===== src/rtl/word_gen_pkg.sv =====
`default_nettype none

package word_gen_pkg;

	// ******************************
	// sizes
	// ******************************

	// bits per character
	localparam int CHAR_BITS = 8;
	// characters per template or candidate word
	localparam int WORD_MAX_LEN = 8;
	// width of a position index inside a word
	localparam int POS_BITS = 3;

	// closing byte of a configuration
	localparam logic [CHAR_BITS-1:0] CONF_MAGIC = 8'hBB;

	// ******************************
	// basic types
	// ******************************

	typedef logic [CHAR_BITS-1:0] char_t;

	// character 0 sits in the low byte
	typedef char_t [WORD_MAX_LEN-1:0] word_t;

	typedef logic [POS_BITS-1:0] pos_t;

	// ******************************
	// stream payloads
	// ******************************

	// template word from the word list
	typedef struct packed {
		word_t       text;
		logic [15:0] word_id;
		// dummy word that closes the list
		logic        list_end;
	} word_in_t;

	// one generated candidate
	typedef struct packed {
		word_t       text;
		logic [15:0] word_id;
		// running number within the template word
		logic [31:0] gen_id;
		// last combination of this word
		logic        word_end;
		// dummy candidate after the last word of the list
		logic        gen_end;
	} cand_t;

endpackage

`default_nettype wire


===== src/rtl/word_gen_char_range.sv =====
`default_nettype none

module word_gen_char_range #(
	parameter int CHARS_MAX = 16
) (
	input  logic WORD_GEN_CLK,
	input  logic rst_n,
	// table load
	input  logic wr,
	input  logic [((CHARS_MAX > 1) ? $clog2(CHARS_MAX) : 1)-1:0] addr,
	input  word_gen_pkg::char_t wr_char,
	input  logic last_wr,
	input  logic [((CHARS_MAX > 1) ? $clog2(CHARS_MAX) : 1)-1:0] last,
	// digit control
	input  logic rewind,
	input  logic step,
	input  logic carry_in,
	output word_gen_pkg::char_t char_out,
	output logic carry_out
);

	localparam int ADDR_BITS = (CHARS_MAX > 1) ? $clog2(CHARS_MAX) : 1;

	word_gen_pkg::char_t char_tbl [CHARS_MAX];
	logic [ADDR_BITS-1:0] last_idx;
	// current digit of this range
	logic [ADDR_BITS-1:0] cnt;
	logic at_last;

	always_ff @(posedge WORD_GEN_CLK) begin
		if (wr) begin
			char_tbl[addr] <= wr_char;
		end
	end

	always_ff @(posedge WORD_GEN_CLK) begin
		if (!rst_n) begin
			last_idx <= '0;
			cnt <= '0;
		end else begin
			if (last_wr) begin
				last_idx <= last;
			end
			// digit wraps at the last char and carries upward
			if (rewind) begin
				cnt <= '0;
			end else if (step && carry_in) begin
				cnt <= at_last ? '0 : cnt + 1'b1;
			end
		end
	end

	assign at_last = cnt == last_idx;
	assign carry_out = carry_in & at_last;
	assign char_out = char_tbl[cnt];

endmodule

`default_nettype wire


===== src/rtl/range_insert.sv =====
`default_nettype none

module range_insert #(
	parameter int RANGES_MAX = 3
) (
	input  word_gen_pkg::word_t text,
	input  word_gen_pkg::char_t [RANGES_MAX-1:0] chars,
	input  word_gen_pkg::pos_t [RANGES_MAX-1:0] pos,
	input  logic [RANGES_MAX-1:0] active,
	output word_gen_pkg::word_t merged
);

	// ******************************
	// character placement
	// ******************************

	always_comb begin
		merged = text;
		// later ranges overwrite earlier ones on a shared position
		for (int r = 0; r < RANGES_MAX; r++) begin
			if (active[r]) begin
				merged[pos[r]] = chars[r];
			end
		end
	end

endmodule

`default_nettype wire


===== src/rtl/word_gen_conf.sv =====
`default_nettype none

module word_gen_conf #(
	parameter int RANGES_MAX = 3,
	parameter int CHARS_MAX = 16
) (
	input  logic WORD_GEN_CLK,
	input  logic rst_n,
	// configuration byte stream
	input  word_gen_pkg::char_t conf_data,
	input  logic conf_valid,
	output logic conf_ready,
	// range table write port towards the core
	output logic tbl_wr,
	output logic [((RANGES_MAX > 1) ? $clog2(RANGES_MAX) : 1)-1:0] tbl_range,
	output logic [((CHARS_MAX > 1) ? $clog2(CHARS_MAX) : 1)-1:0] tbl_addr,
	output word_gen_pkg::char_t tbl_char,
	output logic tbl_last_wr,
	output logic [((CHARS_MAX > 1) ? $clog2(CHARS_MAX) : 1)-1:0] tbl_last,
	output logic [$clog2(RANGES_MAX+1)-1:0] num_ranges,
	output logic conf_done,
	output logic err_conf,
	// end of the word list seen by the core
	input  logic list_done
);

	localparam int RANGE_BITS = (RANGES_MAX > 1) ? $clog2(RANGES_MAX) : 1;
	localparam int ADDR_BITS = (CHARS_MAX > 1) ? $clog2(CHARS_MAX) : 1;
	localparam int NR_BITS = $clog2(RANGES_MAX+1);

	typedef enum logic [2:0] {
		ST_NUM_RANGES,
		ST_NUM_CHARS,
		ST_CHARS,
		ST_MAGIC,
		ST_DONE,
		ST_ERROR
	} conf_state_t;

	conf_state_t state;
	logic [RANGE_BITS-1:0] range_cnt;
	logic [ADDR_BITS-1:0] char_cnt;
	// index of the last char of the range being loaded
	logic [ADDR_BITS-1:0] last_r;
	logic acc;
	logic num_chars_ok;

	// no bytes taken while generating or after an error
	assign conf_ready = (state != ST_DONE) && (state != ST_ERROR);
	assign acc = conf_valid & conf_ready;
	assign conf_done = state == ST_DONE;
	assign err_conf = state == ST_ERROR;

	assign num_chars_ok = (conf_data != 8'd0) && (conf_data <= CHARS_MAX);

	// each accepted char or count byte turns into a table write
	assign tbl_wr = acc && (state == ST_CHARS);
	assign tbl_range = range_cnt;
	assign tbl_addr = char_cnt;
	assign tbl_char = conf_data;
	assign tbl_last_wr = acc && (state == ST_NUM_CHARS) && num_chars_ok;
	assign tbl_last = ADDR_BITS'(conf_data - 8'd1);

	always_ff @(posedge WORD_GEN_CLK) begin
		if (!rst_n) begin
			state <= ST_NUM_RANGES;
			range_cnt <= '0;
			char_cnt <= '0;
			last_r <= '0;
			num_ranges <= '0;
		end else begin
			case (state)
				ST_NUM_RANGES: if (acc) begin
					range_cnt <= '0;
					if (conf_data > RANGES_MAX) begin
						state <= ST_ERROR;
					end else begin
						num_ranges <= conf_data[NR_BITS-1:0];
						// zero ranges means templates pass through
						state <= (conf_data == 8'd0) ? ST_MAGIC : ST_NUM_CHARS;
					end
				end
				ST_NUM_CHARS: if (acc) begin
					char_cnt <= '0;
					last_r <= tbl_last;
					state <= num_chars_ok ? ST_CHARS : ST_ERROR;
				end
				ST_CHARS: if (acc) begin
					char_cnt <= char_cnt + 1'b1;
					if (char_cnt == last_r) begin
						// range complete, move on or close with magic
						if (NR_BITS'(range_cnt) + 1'b1 == num_ranges) begin
							state <= ST_MAGIC;
						end else begin
							range_cnt <= range_cnt + 1'b1;
							state <= ST_NUM_CHARS;
						end
					end
				end
				ST_MAGIC: if (acc) begin
					state <= (conf_data == word_gen_pkg::CONF_MAGIC) ? ST_DONE : ST_ERROR;
				end
				// back to a fresh configuration once the list is done
				ST_DONE: if (list_done) begin
					state <= ST_NUM_RANGES;
				end
				// error holds until reset
				default: state <= ST_ERROR;
			endcase
		end
	end

endmodule

`default_nettype wire


===== src/rtl/word_gen_core.sv =====
`default_nettype none

module word_gen_core #(
	parameter int RANGES_MAX = 3,
	parameter int CHARS_MAX = 16
) (
	input  logic WORD_GEN_CLK,
	input  logic rst_n,
	// range table write port from the configuration block
	input  logic tbl_wr,
	input  logic [((RANGES_MAX > 1) ? $clog2(RANGES_MAX) : 1)-1:0] tbl_range,
	input  logic [((CHARS_MAX > 1) ? $clog2(CHARS_MAX) : 1)-1:0] tbl_addr,
	input  word_gen_pkg::char_t tbl_char,
	input  logic tbl_last_wr,
	input  logic [((CHARS_MAX > 1) ? $clog2(CHARS_MAX) : 1)-1:0] tbl_last,
	input  logic [$clog2(RANGES_MAX+1)-1:0] num_ranges,
	input  logic conf_done,
	output logic list_done,
	// template stream
	input  word_gen_pkg::word_in_t word_in,
	input  logic word_valid,
	output logic word_ready,
	input  word_gen_pkg::pos_t [RANGES_MAX-1:0] range_pos,
	// candidate stream
	output word_gen_pkg::cand_t cand,
	output logic cand_valid,
	input  logic cand_ready
);

	localparam int RANGE_BITS = (RANGES_MAX > 1) ? $clog2(RANGES_MAX) : 1;
	localparam int NR_BITS = $clog2(RANGES_MAX+1);

	word_gen_pkg::word_in_t tmpl;
	logic word_held;
	logic [31:0] gen_id;
	logic accept;
	logic fire;
	logic last_cand;
	word_gen_pkg::char_t [RANGES_MAX-1:0] range_char;
	logic [RANGES_MAX-1:0] active;
	logic [RANGES_MAX-1:0] range_carry;
	logic [RANGES_MAX-1:0] carry_in;
	logic [RANGES_MAX-1:0] carry_pass;
	word_gen_pkg::word_t merged;

	assign word_ready = conf_done & ~word_held;
	assign accept = word_valid & word_ready;
	assign cand_valid = word_held;
	assign fire = cand_valid & cand_ready;

	// ******************************
	// ranges and carry chain
	// ******************************

	for (genvar r = 0; r < RANGES_MAX; r++) begin : g_range
		assign active[r] = NR_BITS'(r) < num_ranges;
		// last range counts fastest, carry moves toward range 0
		assign carry_in[r] = (r == RANGES_MAX-1) ? 1'b1 : carry_pass[(r+1) % RANGES_MAX];
		// unused ranges are transparent to the carry
		assign carry_pass[r] = active[r] ? range_carry[r] : carry_in[r];

		word_gen_char_range #(
			.CHARS_MAX(CHARS_MAX)
		) u_range (
			.WORD_GEN_CLK(WORD_GEN_CLK),
			.rst_n(rst_n),
			.wr(tbl_wr && (tbl_range == RANGE_BITS'(r))),
			.addr(tbl_addr),
			.wr_char(tbl_char),
			.last_wr(tbl_last_wr && (tbl_range == RANGE_BITS'(r))),
			.last(tbl_last),
			.rewind(accept),
			.step(fire & ~tmpl.list_end),
			.carry_in(carry_in[r]),
			.char_out(range_char[r]),
			.carry_out(range_carry[r])
		);
	end

	range_insert #(
		.RANGES_MAX(RANGES_MAX)
	) u_insert (
		.text(tmpl.text),
		.chars(range_char),
		.pos(range_pos),
		.active(tmpl.list_end ? '0 : active),
		.merged(merged)
	);

	// ******************************
	// word intake and output
	// ******************************

	// all digits at their last char, or the list-end dummy
	assign last_cand = carry_pass[0] | tmpl.list_end;
	assign list_done = fire & tmpl.list_end;

	always_ff @(posedge WORD_GEN_CLK) begin
		if (accept) begin
			tmpl <= word_in;
		end
	end

	always_ff @(posedge WORD_GEN_CLK) begin
		if (!rst_n) begin
			word_held <= 1'b0;
			gen_id <= '0;
		end else if (accept) begin
			word_held <= 1'b1;
			gen_id <= '0;
		end else if (fire) begin
			word_held <= ~last_cand;
			gen_id <= last_cand ? '0 : gen_id + 1'b1;
		end
	end

	assign cand.text = merged;
	assign cand.word_id = tmpl.word_id;
	assign cand.gen_id = gen_id;
	assign cand.word_end = last_cand;
	assign cand.gen_end = tmpl.list_end;

endmodule

`default_nettype wire


===== src/rtl/word_gen.sv =====
`default_nettype none

module word_gen #(
	parameter int RANGES_MAX = 3,
	// power of two, 256 at most
	parameter int CHARS_MAX = 16
) (
	input  logic WORD_GEN_CLK,
	input  logic rst_n,
	// configuration bytes
	input  word_gen_pkg::char_t conf_data,
	input  logic conf_valid,
	output logic conf_ready,
	// template words
	input  word_gen_pkg::word_in_t word_in,
	input  logic word_valid,
	output logic word_ready,
	// insert position of each range
	input  word_gen_pkg::pos_t [RANGES_MAX-1:0] range_pos,
	// candidates
	output word_gen_pkg::cand_t cand,
	output logic cand_valid,
	input  logic cand_ready,
	output logic err_conf
);

	localparam int RANGE_BITS = (RANGES_MAX > 1) ? $clog2(RANGES_MAX) : 1;
	localparam int ADDR_BITS = (CHARS_MAX > 1) ? $clog2(CHARS_MAX) : 1;
	localparam int NR_BITS = $clog2(RANGES_MAX+1);

	logic tbl_wr;
	logic [RANGE_BITS-1:0] tbl_range;
	logic [ADDR_BITS-1:0] tbl_addr;
	word_gen_pkg::char_t tbl_char;
	logic tbl_last_wr;
	logic [ADDR_BITS-1:0] tbl_last;
	logic [NR_BITS-1:0] num_ranges;
	logic conf_done;
	logic list_done;

	word_gen_conf #(
		.RANGES_MAX(RANGES_MAX),
		.CHARS_MAX(CHARS_MAX)
	) u_conf (
		.WORD_GEN_CLK(WORD_GEN_CLK), .rst_n(rst_n),
		.conf_data(conf_data), .conf_valid(conf_valid), .conf_ready(conf_ready),
		.tbl_wr(tbl_wr), .tbl_range(tbl_range), .tbl_addr(tbl_addr),
		.tbl_char(tbl_char), .tbl_last_wr(tbl_last_wr), .tbl_last(tbl_last),
		.num_ranges(num_ranges), .conf_done(conf_done), .err_conf(err_conf),
		.list_done(list_done)
	);

	word_gen_core #(
		.RANGES_MAX(RANGES_MAX),
		.CHARS_MAX(CHARS_MAX)
	) u_core (
		.WORD_GEN_CLK(WORD_GEN_CLK), .rst_n(rst_n),
		.tbl_wr(tbl_wr), .tbl_range(tbl_range), .tbl_addr(tbl_addr),
		.tbl_char(tbl_char), .tbl_last_wr(tbl_last_wr), .tbl_last(tbl_last),
		.num_ranges(num_ranges), .conf_done(conf_done), .list_done(list_done),
		.word_in(word_in), .word_valid(word_valid), .word_ready(word_ready),
		.range_pos(range_pos),
		.cand(cand), .cand_valid(cand_valid), .cand_ready(cand_ready)
	);

endmodule

`default_nettype wire


===== config.mk =====
export PLATFORM = sky130hd
export DESIGN_NAME = word_gen
export DESIGN_NICKNAME = d
export VERILOG_FILES = /design/src/rtl/word_gen_pkg.sv /design/src/rtl/word_gen_char_range.sv /design/src/rtl/range_insert.sv /design/src/rtl/word_gen_conf.sv /design/src/rtl/word_gen_core.sv /design/src/rtl/word_gen.sv
export SDC_FILE = /design/constraint.sdc
export NUM_CORES = 1
export LEC_CHECK = 0
export BUFFER_PORTS_ARGS = -buffer_cell sky130_fd_sc_hd__buf_4
export CAP_MARGIN = 20
export CORE_ASPECT_RATIO = 1.2
export CORE_MARGIN = 1
export CORE_UTILIZATION = 30
export CTS_BUF_LIST = sky130_fd_sc_hd__clkbuf_4
export DETAILED_ROUTE_END_ITERATION = 6
export GPL_TIMING_DRIVEN = 0
export HOLD_SLACK_MARGIN = 0.15
export SLEW_MARGIN = 5
export SYNTH_ARGS = -nofsm -noshare
export SYNTH_HDL_FRONTEND = slang
export SYNTH_SLANG_ARGS = --single-unit

===== constraint.sdc =====
create_clock -name WORD_GEN_CLK -period 2.9 [get_ports WORD_GEN_CLK]
set_input_delay 0.29 -clock WORD_GEN_CLK [delete_from_list [all_inputs] [get_ports WORD_GEN_CLK]]
set_output_delay 0.29 -clock WORD_GEN_CLK [all_outputs]
set_load 0.02 [all_outputs]

After elaboration in Yosys (flattened, before gate mapping)
Memories as Yosys holds them, arrays and structs flattened. A register that Yosys moved wholly into a read port is not among the register bits.
Index checks and enable logic that the tools add are counted.

cells by class
  magnitude comparators = 11
  bitwise logic cells = 14
  eq/ne operators = 22
  multiply operators = 0
  add/sub/neg operators = 7
  div/mod/pow operators = 0
  muxes and demuxes = 54
  shift operators = 0
  reductions and logical operators = 29

operators by type and width
  kind                     count
  $bwmux W64               3
  $mux W64                 3
  $demux W8 S3             3
  $mux W4                  11
  $add A32 B1 Y32 const B  1
  $mux W32                 1
  $mux W3                  9
  $mux W8                  3
  $add A4 B1 Y4 const B    4
  $eq A4 B4 Y1             4
  $logic_and A1 B1 Y1      16
  $pmux W3 S5              1
  $lt A3 B4 Y1 const B     3
  $mux W1                  12
  $mux W2                  6
  $ge A3 B1 Y1 const B     3
  $and A1 B1 Y1            8
  $eq A8 B8 Y1 const B     1
  $gt A8 B2 Y1 const B     1
  $le A8 B5 Y1 const B     1
  $logic_not A8 Y1         1
  $ne A2 B1 Y1 const B     4
  $pmux W4 S2              1
  $reduce_bool A8 Y1       1
  23 further kinds         36

storage, ports and cells
  word-level logic and storage cells = 163
  register bits after elaboration = 153
  bits in latches = 0
  RAM bits = 384
  ROM bits = 0
  bits of input ports = 103
  memories = 3
  output and inout bits = 118

memories
  memory                              depth  bits a word  read ports  clocked after Yosys merged registers in  wr ports  RTL line                   text
  u_core.g_range[0].u_range.char_tbl  16     8            1           1                                        1         word_gen_char_range.sv:24  word_gen_pkg::char_t char_tbl [CHARS_MAX];
  u_core.g_range[1].u_range.char_tbl  16     8            1           1                                        1         word_gen_char_range.sv:24
  u_core.g_range[2].u_range.char_tbl  16     8            1           1                                        1         word_gen_char_range.sv:24

Depth between registers and ports, before layout
Gate-level depths: netlist of the first run.

  depth after elaboration = 10
  depth in mapped cells = 9
  depth with buffers taken out = 8

Hierarchy
Synthesis of the first run repeated with hierarchy kept, for this count alone.

second synthesis, totals
  cell total of the unflattened synthesis = 1570
  area, all modules = 24001.8 µm²

by module, submodules not included
  module               times used  cells an instance  area an instance (µm²)  sequential area each (µm²)
  word_gen_char_range  3           269                5456.5                  4083.9
  word_gen_core        1           308                4296.6                  3093.0
  range_insert         1           319                2258.4                  0.0
  word_gen_conf        1           136                1077.3                  300.3

Worst setup path after synthesis of the first run
OpenSTA, ideal clock, no wires.

  path kind = flip-flop to flip-flop
  start point = register u_conf.state[1]
  end point = register u_core.word_held (netlist: u_core.cand_valid)
  clock period less this slack = 3387 ps
  data required time = 2822 ps
  setup slack = -487 ps
  arrival = 3308 ps
  stages on the path, launching flop included = 7
  path buffers = 0
  setup time = 78 ps
  path through = dfxtp_1 nand2b_1 nor3_1 nand2_1 inv_1 o21ai_0 a31oi_1

between the ends
  word-level cells in the longest chain between the ends = 4
  elaborated cells between the ends (all ways) = 5
  those cells by class = 1 x eq/ne; 1 x mux; 2 x bitwise; 1 x reduce/logical

ends and longest elaborated chain
  what                                           RTL line              text
  from (decl)                                    word_gen_conf.sv:40   conf_state_t state;
  from (signal assigned)                         word_gen_conf.sv:80   state <= (conf_data == 8'd0) ? ST_MAGIC : ST_NUM_CHARS;
  from (signal assigned)                         word_gen_conf.sv:86   state <= num_chars_ok ? ST_CHARS : ST_ERROR;
  from (signal assigned)                         word_gen_conf.sv:101  state <= (conf_data == word_gen_pkg::CONF_MAGIC) ? ST_DONE : ST_ERROR;
  $eq A3 B3 Y1 *                                 word_gen_conf.sv:51   assign conf_done = state == ST_DONE;
  $and A1 B1 Y1 *                                word_gen_core.sv:46   assign word_ready = conf_done & ~word_held;
  net word_ready                                 word_gen.sv:17        output logic word_ready,
  $and A1 B1 Y1 *                                word_gen_core.sv:47   assign accept = word_valid & word_ready;
  net u_core.accept                              word_gen_core.sv:36   logic accept;
  $mux W1 or $reduce_bool A2 Y1 (tied branches)  --
  to (signal assigned)                           word_gen_core.sv:112  word_held <= ~last_cand;
  to (decl)                                      word_gen_core.sv:34   logic word_held;

Mark *: on every way through the listed nets, which the timed path passes. The rest lies on a longest branch.
A chain may end at the register's enable or synchronous reset.

==> results of run 1 <==
## area by class of cell
class                      instances  share of cell area, %
clock inverter                    51                   1.17
antenna                            2                 0.0145
timing repair buffer             526                   14.0
tap                             1044                   3.79
clock buffer                     194                   4.22
sequential                       549                   45.4
multi-input combinational       1023                   28.7
buffer                            89                   2.40
inverter                          27                  0.315
## through the flow
stage	setup TNS, ps	hold WS (ps)
4_1_cts	-51150	283
6_report	-39140	392
3_5_place_dp	-54930	469
5_1_grt	-52640	333
2_1_floorplan	0	389
3_3_place_gp	-89690	470
## repair_timing
action	in CTS	in global routing
hold buffers	177	0
resized for setup	379	148
cloned	2	0
setup endpoints to repair	284	329
pin swaps	70	82
hold endpoints to repair	563	0
setup buffers	72	38
## layout by cell type, fill, tap and decap left out, types with 27 or more instances in the layout
cell	count
nand2_1	97
nor3_1	36
clkinv_1	28
mux4_2	88
nor2_1	103
buf_6	57
nor2_2	27
dlygate4sd3_1	177
dfxtp_1	76
nor2_4	27
edfxtp_1	465
a22oi_2	28
xor2_1	30
buf_4	306
o21ai_0	29
buf_12	30
clkbuf_4	195
## cell families (layout without fill, tap and decap cells)
logic type                 count (synthesis)  count (layout)  synth area share (%)
adders and majority gates                 14              14                 0.719
buffers and inverters                    127             887                  2.97
AOI/OAI and AO/OA                        315             315                  9.67
xor gates and xnor gates                  55              55                  1.98
other                                      0               2                     0
DFF                                      549             549                  64.2
and+or+nand+nor                          502             502                  10.2
muxes                                    137             137                  10.2
## power by group through the flow
stage	Sequential, mW	Combinational [mW]	Clock [mW]
global placement	9.01	1.19	0
floorplan	8.94	0.608	0
detailed placement	8.99	1.24	0
finish	8.83	1.57	6.96
CTS	8.82	1.51	7.14
global route	8.83	1.66	7.53
## metal layers
| layer | routed length (um) | track usage (%) | vias to the layer above |
|---|---|---|---|
| met5 | 0 | 0 | - |
| met4 | 5430 | 13.6 | 0 |
| met3 | 6540 | 4.76 | 300 |
| met2 | 40600 | 32.9 | 1013 |
| met1 | 32200 | 23.4 | 9249 |
| li1 | - | - | 8104 |
## worst max-delay path, stage by stage, from the launching register on
cell       delay, ps
edfxtp_1         370
buf_6            150
buf_6            130
nand4bb_4        380
o22ai_4          310
buf_6            140
nor3_4            50
a221o_1          390
nor3_4           280
buf_6            160
## state kept, by name, indices dropped and copies added (netlist names), 3 cells and up, named ones only
signal                           count
u_conf.last_r                        4
u_conf.state                         3
u_conf.tbl_addr                      4
u_core.cand                         17
u_core.g_range.u_range.char_tbl    384
u_core.g_range.u_range.cnt          12
u_core.g_range.u_range.last_idx     12
u_core.gen_id                       32
u_core.tmpl                         64
## worst max-delay path by stage
stage | start | end | slack [ps] | cells past startpoint
global placement | flop | cand[55] | -960 | 5
CTS | u_core.cand[0]$_DFFE_PP_ | cand[55] | -880 | 10
floorplan | u_conf.state[1]$_SDFFE_PN0P_ | u_core.cand[0]$_DFFE_PP_ | 260 | 4
detailed placement | flop | cand[52] | -580 | 6
global route | u_core.cand[0]$_DFFE_PP_ | cand[60] | -940 | 10
finish | u_core.cand[0]$_DFFE_PP_ | cand[65] | -730 | 9
==> flow_summary.ini, run 1 <==
[clock_tree]
cts-buffers-inserted = 142
path_clk_slew_ps = 70
root_buffer = clkbuf_4
clock_latency_ps = 990
clkSinkCount = 549
cts_tree = built
cts.htree.levels = 4
ctsLongestPathBuffers = 3

[synthesis]
synthDistinctLibCells = 83
ys.flop_type = edfxtp_1
ys_async_sr_fraction_pct = 0
syn-cell-area_um2 = 24400
synthTopCellsByCount = edfxtp_1, nor2_1, nand2_1, mux4_2, dfxtp_1
synth_enable_flop_cells = 465
syn_nets = 1816
yosys_warnings = 0
synthCells = 1699
synth-seq-cells = 549
ys_seq_area_share_pct = 64.2
synth_top_area_share_pct = 57.3
yosys.area.top_type = edfxtp_1
synth_area_per_cell_um2 = 14.3
yosysMostFrequentCell = edfxtp_1
ys_top_cells_by_area = edfxtp_1, mux4_2, dfxtp_1

[die]
fp.coreArea_um2 = 80400
ios = 221
rows = 114
die_area_um2 = 82300
start_util_pct = 30.3
die_y_um = 314
die_w_um = 262

[pwr]
p_leak_nw = 11.7
p_int_mw = 13.1
total_power_mw = 17.4
p_sw_share_pct = 24.5
combPwrFrac_pct = 9.0
clkPwrFrac_pct = 40.1
power_switching_mw = 4.25
ir_drop_mv = 0.333
sequentialPowerShare_pct = 50.9
p_per_area_nw_per_um2 = 503

[setup_path]
r2r_cells = 7
cp_data_arrival_time_ps = 3340
path_class = flop to primary output
r2r-start = u_conf.state[2]$_SDFFE_PN0P_
rr_endpoint = u_core.g_range[2].u_range.char_tbl[2][1]$_DFFE_PP_
cp.required_ps = 2610
cp-start-kind = flop
reg2reg_setup_slack_ps = 150
crit_fanout = 8
cp-end-kind = primary output

[detailed_routing]
first_iter_violations = 1712
wire_per_inst_um = 24.2
wirelength_mm = 84.7
vias = 18700
remaining_drc_errors = 0
viasPerCell = 5.33
postRouteAntennaNets = 0
drt_pre_antenna_iters = 7

[final_layout]
area_delta_synth_final_pct = 41.7
fin_util_pct = 42.9
fin_area_um2 = 34500
multi_input_area_um2 = 9920
fill_cells = 7250
drive_above_1_share_pct = 42.7
fin_cells = 3505
seq_area_um2 = 15700
fin_nets = 2475

[sta]
period_minus_slack_ps = 3630
post-route-period-util_pct = 125
worstMarginPinSlew_ps = 1080
rsz0062_at_grt = yes
clock_skew_ps = 69.6
final-hold-violation-count = 0
slew_viol_final = 0
relSlewSlack_pct = 28.0
fmax_ghz = 0.276
finalSetupViolations = 65
worst_slack_ps = -730

[placement]
dp_cells = 2981
gp_congestion = 0.953
dpl.hpwl_mm = 56.2
placedInstanceArea_um2 = 27600
post-place-ws_ps = -585
portBuffers = 218

[run_status]
violations = negative setup slack
status = finished, violations left

[flow_run]
cap_violations = 0

[min_path]
min_path_type = primary input to flop
holdCritStartpoint = conf_data[4]
whs_path_depth = 2
whs_endpoint = u_core.g_range[1].u_range.char_tbl[6][4]$_DFFE_PP_

[grt]
grt_overflow = 0
grt_max_degree = 55
antenna_found_initial = 4
grt_pass1_vias = 19300
grt_pass1_wl_mm = 121
grt_usage_pct = 20.2
No activity file was read; power rests on OpenSTA's default activity.
==> run 2: changes to the inputs <==
==> constraint.sdc (replaced) <==
create_clock -name WORD_GEN_CLK -period 2.9 [get_ports WORD_GEN_CLK]
set_input_delay 0.145 -clock WORD_GEN_CLK [delete_from_list [all_inputs] [get_ports WORD_GEN_CLK]]
set_output_delay 0.145 -clock WORD_GEN_CLK [all_outputs]
set_load 0.02 [all_outputs]
==> flow_summary.ini, run 2 (synthesized netlist as in run 1, its figures left out) <==
[clock_tree]
cts_tree = built
clock_latency_ps = 990
cts-buffers-inserted = 142
cts.htree.levels = 4
path_clk_slew_ps = 70
root_buffer = clkbuf_4
clkSinkCount = 549
ctsLongestPathBuffers = 3

[sta]
clock_skew_ps = 60.7
post-route-period-util_pct = 121
finalSetupViolations = 64
relSlewSlack_pct = 25.6
rsz0062_at_grt = yes
period_minus_slack_ps = 3510
fmax_ghz = 0.285
slew_viol_final = 0
worst_slack_ps = -607
worstMarginPinSlew_ps = 1110
final-hold-violation-count = 0

[die]
ios = 221
start_util_pct = 30.3
die_area_um2 = 82300
die_w_um = 262
fp.coreArea_um2 = 80400
rows = 114
die_y_um = 314

[grt]
grt_overflow = 0
grt_pass1_vias = 19300
antenna_found_initial = 4
grt_max_degree = 55
grt_pass1_wl_mm = 121
grt_usage_pct = 20.1

[final_layout]
drive_above_1_share_pct = 42.6
area_delta_synth_final_pct = 41.7
reg.largest.list = u_core.g_range.u_range.char_tbl: 384 flops, u_core.tmpl: 64 flops, u_core.gen_id: 32 flops
top_register = u_core.g_range.u_range.char_tbl
mostFrequentLayoutCell = edfxtp_1
largest_register_ffs = 384
fin_util_pct = 42.9
layout_common_cells = edfxtp_1, buf_4, clkbuf_4, dlygate4sd3_1, nor2_1
fin_nets = 2475

[setup_path]
critical-path-top-delay-family = compound AO/OA/AOI/OAI gates
path_buf_inv = 4
cp-start-kind = flop
cp-end-kind = primary output
path_common_cell = buf_6
path_cells = buf_6 -> buf_6 -> nand4bb_4 -> o22ai_4 -> buf_6 -> nor3_4 -> a22oi_2 -> o21ai_1 -> a211oi_2 -> buf_4
worst_path_max_delay_cell = nand4bb_4
path_class = flop to primary output
cp.required_ps = 2760
cp_data_arrival_time_ps = 3360
critical-path-max-stage-delay_ps = 380
crit_fanout = 8

[pwr]
power_switching_mw = 4.24
p_int_mw = 13.1
p_sw_share_pct = 24.5
p_leak_nw = 11.7
p_per_area_nw_per_um2 = 502
ir_drop_mv = 0.335
combPwrFrac_pct = 9.0
sequentialPowerShare_pct = 50.9
total_power_mw = 17.3
clkPwrFrac_pct = 40.1

[placement]
gp_congestion = 0.953
dpl.hpwl_mm = 56.2
post-place-ws_ps = -440
portBuffers = 218

[detailed_routing]
first_iter_violations = 1781
wire_per_inst_um = 24.1
drt_pre_antenna_iters = 5
postRouteAntennaNets = 0
remaining_drc_errors = 0
wirelength_mm = 84.4
viasPerCell = 5.32
vias = 18700

[flow_run]
cap_violations = 0

[run_status]
violations = negative setup slack
status = finished, violations left

[min_path]
min_path_type = primary input to flop
[run 2: changes by cell type in the layout (fill, tap and decap cells not counted)]
| cell | delta |
|---|---|
| dfxtp_2 | -1 |
| dlygate4sd3_1 | +1 |
| dfxtp_1 | +1 |
| buf_4 | -1 |
[run 2: metrics by stage]
stage	cell area [um^2]	hold slack [ps]	instances	TNS (ps)
final	34500	242	3505	-30180
after floorplan	24400	244	1699	0
after CTS	33600	162	3470	-41730
after detailed placement	27600	324	2981	-46290
after global routing	34500	181	3505	-43310
after global placement	27300	325	2961	-80410
[run 2: final timing paths]
| path | start | end | slack [ps] | cells after the start |
|---|---|---|---|---|
| worst max-delay path | u_core.cand[0]$_DFFE_PP_ | cand[60] | -610 | 10 |
| worst max register to register | u_conf.state[2]$_SDFFE_PN0P_ | u_core.g_range[2].u_range.char_tbl[2][1]$_DFFE_PP_ | 150 | 7 |
| worst min-delay path | conf_data[4] | u_core.g_range[1].u_range.char_tbl[15][4]$_DFFE_PP_ | 240 | 2 |
| worst min register to register | u_conf.last_r[2]$_SDFFE_PN0N_ | u_conf.last_r[2]$_SDFFE_PN0N_ | 520 | 1 |
[run 2: cell type report]
| class | instances | area [um^2] |
|---|---|---|
| inverters | 27 | 109 |
| diodes | 2 | 5.00 |
| clock inverters | 51 | 404 |
| repair buffers | 526 | 4830 |
| clock buffers | 194 | 1460 |
| multi-input cells | 1023 | 9920 |
| flip-flops and latches | 549 | 15700 |
| fillers | 7252 | 45900 |
| plain buffers | 89 | 827 |
| well taps | 1044 | 1310 |
[run 2: layer usage]
layer  part of all wire, %  vias up  track usage (%)
met3                   8.1      287             4.77
met1                    38     9235             23.4
met5                     0        -                0
met4                   6.2        0             13.6
met2                    48     1017             32.9
li1                      -     8116                -
[run 2: worst register-to-register path, stage by stage, from the launching register on]
cell	delay [ps]
dfxtp_1	310
clkbuf_1	210
nor3b_2	350
and2_1	170
buf_2	170
nand2_1	190
clkbuf_1	340
nor2_2	640
[run 2: timing repair]
| action | CTS | global route |
|---|---|---|
| pin swaps | 69 | 82 |
| buffers inserted | 71 | 38 |
| cloned | 2 | 0 |
| hold endpoints to repair | 591 | 0 |
| gates resized for setup | 379 | 147 |
| hold buffers | 178 | 0 |
| endpoints found under the setup margin | 284 | 329 |
[run 2: power by group through the flow]
stage | clock network, mW | logic (mW) | registers, mW
final | 6.95 | 1.56 | 8.83
after global routing | 7.53 | 1.66 | 8.83
after CTS | 7.14 | 1.51 | 8.82
after detailed placement | 0 | 1.24 | 8.99
after global placement | 0 | 1.19 | 9.01
after floorplan | 0 | 0.608 | 8.94
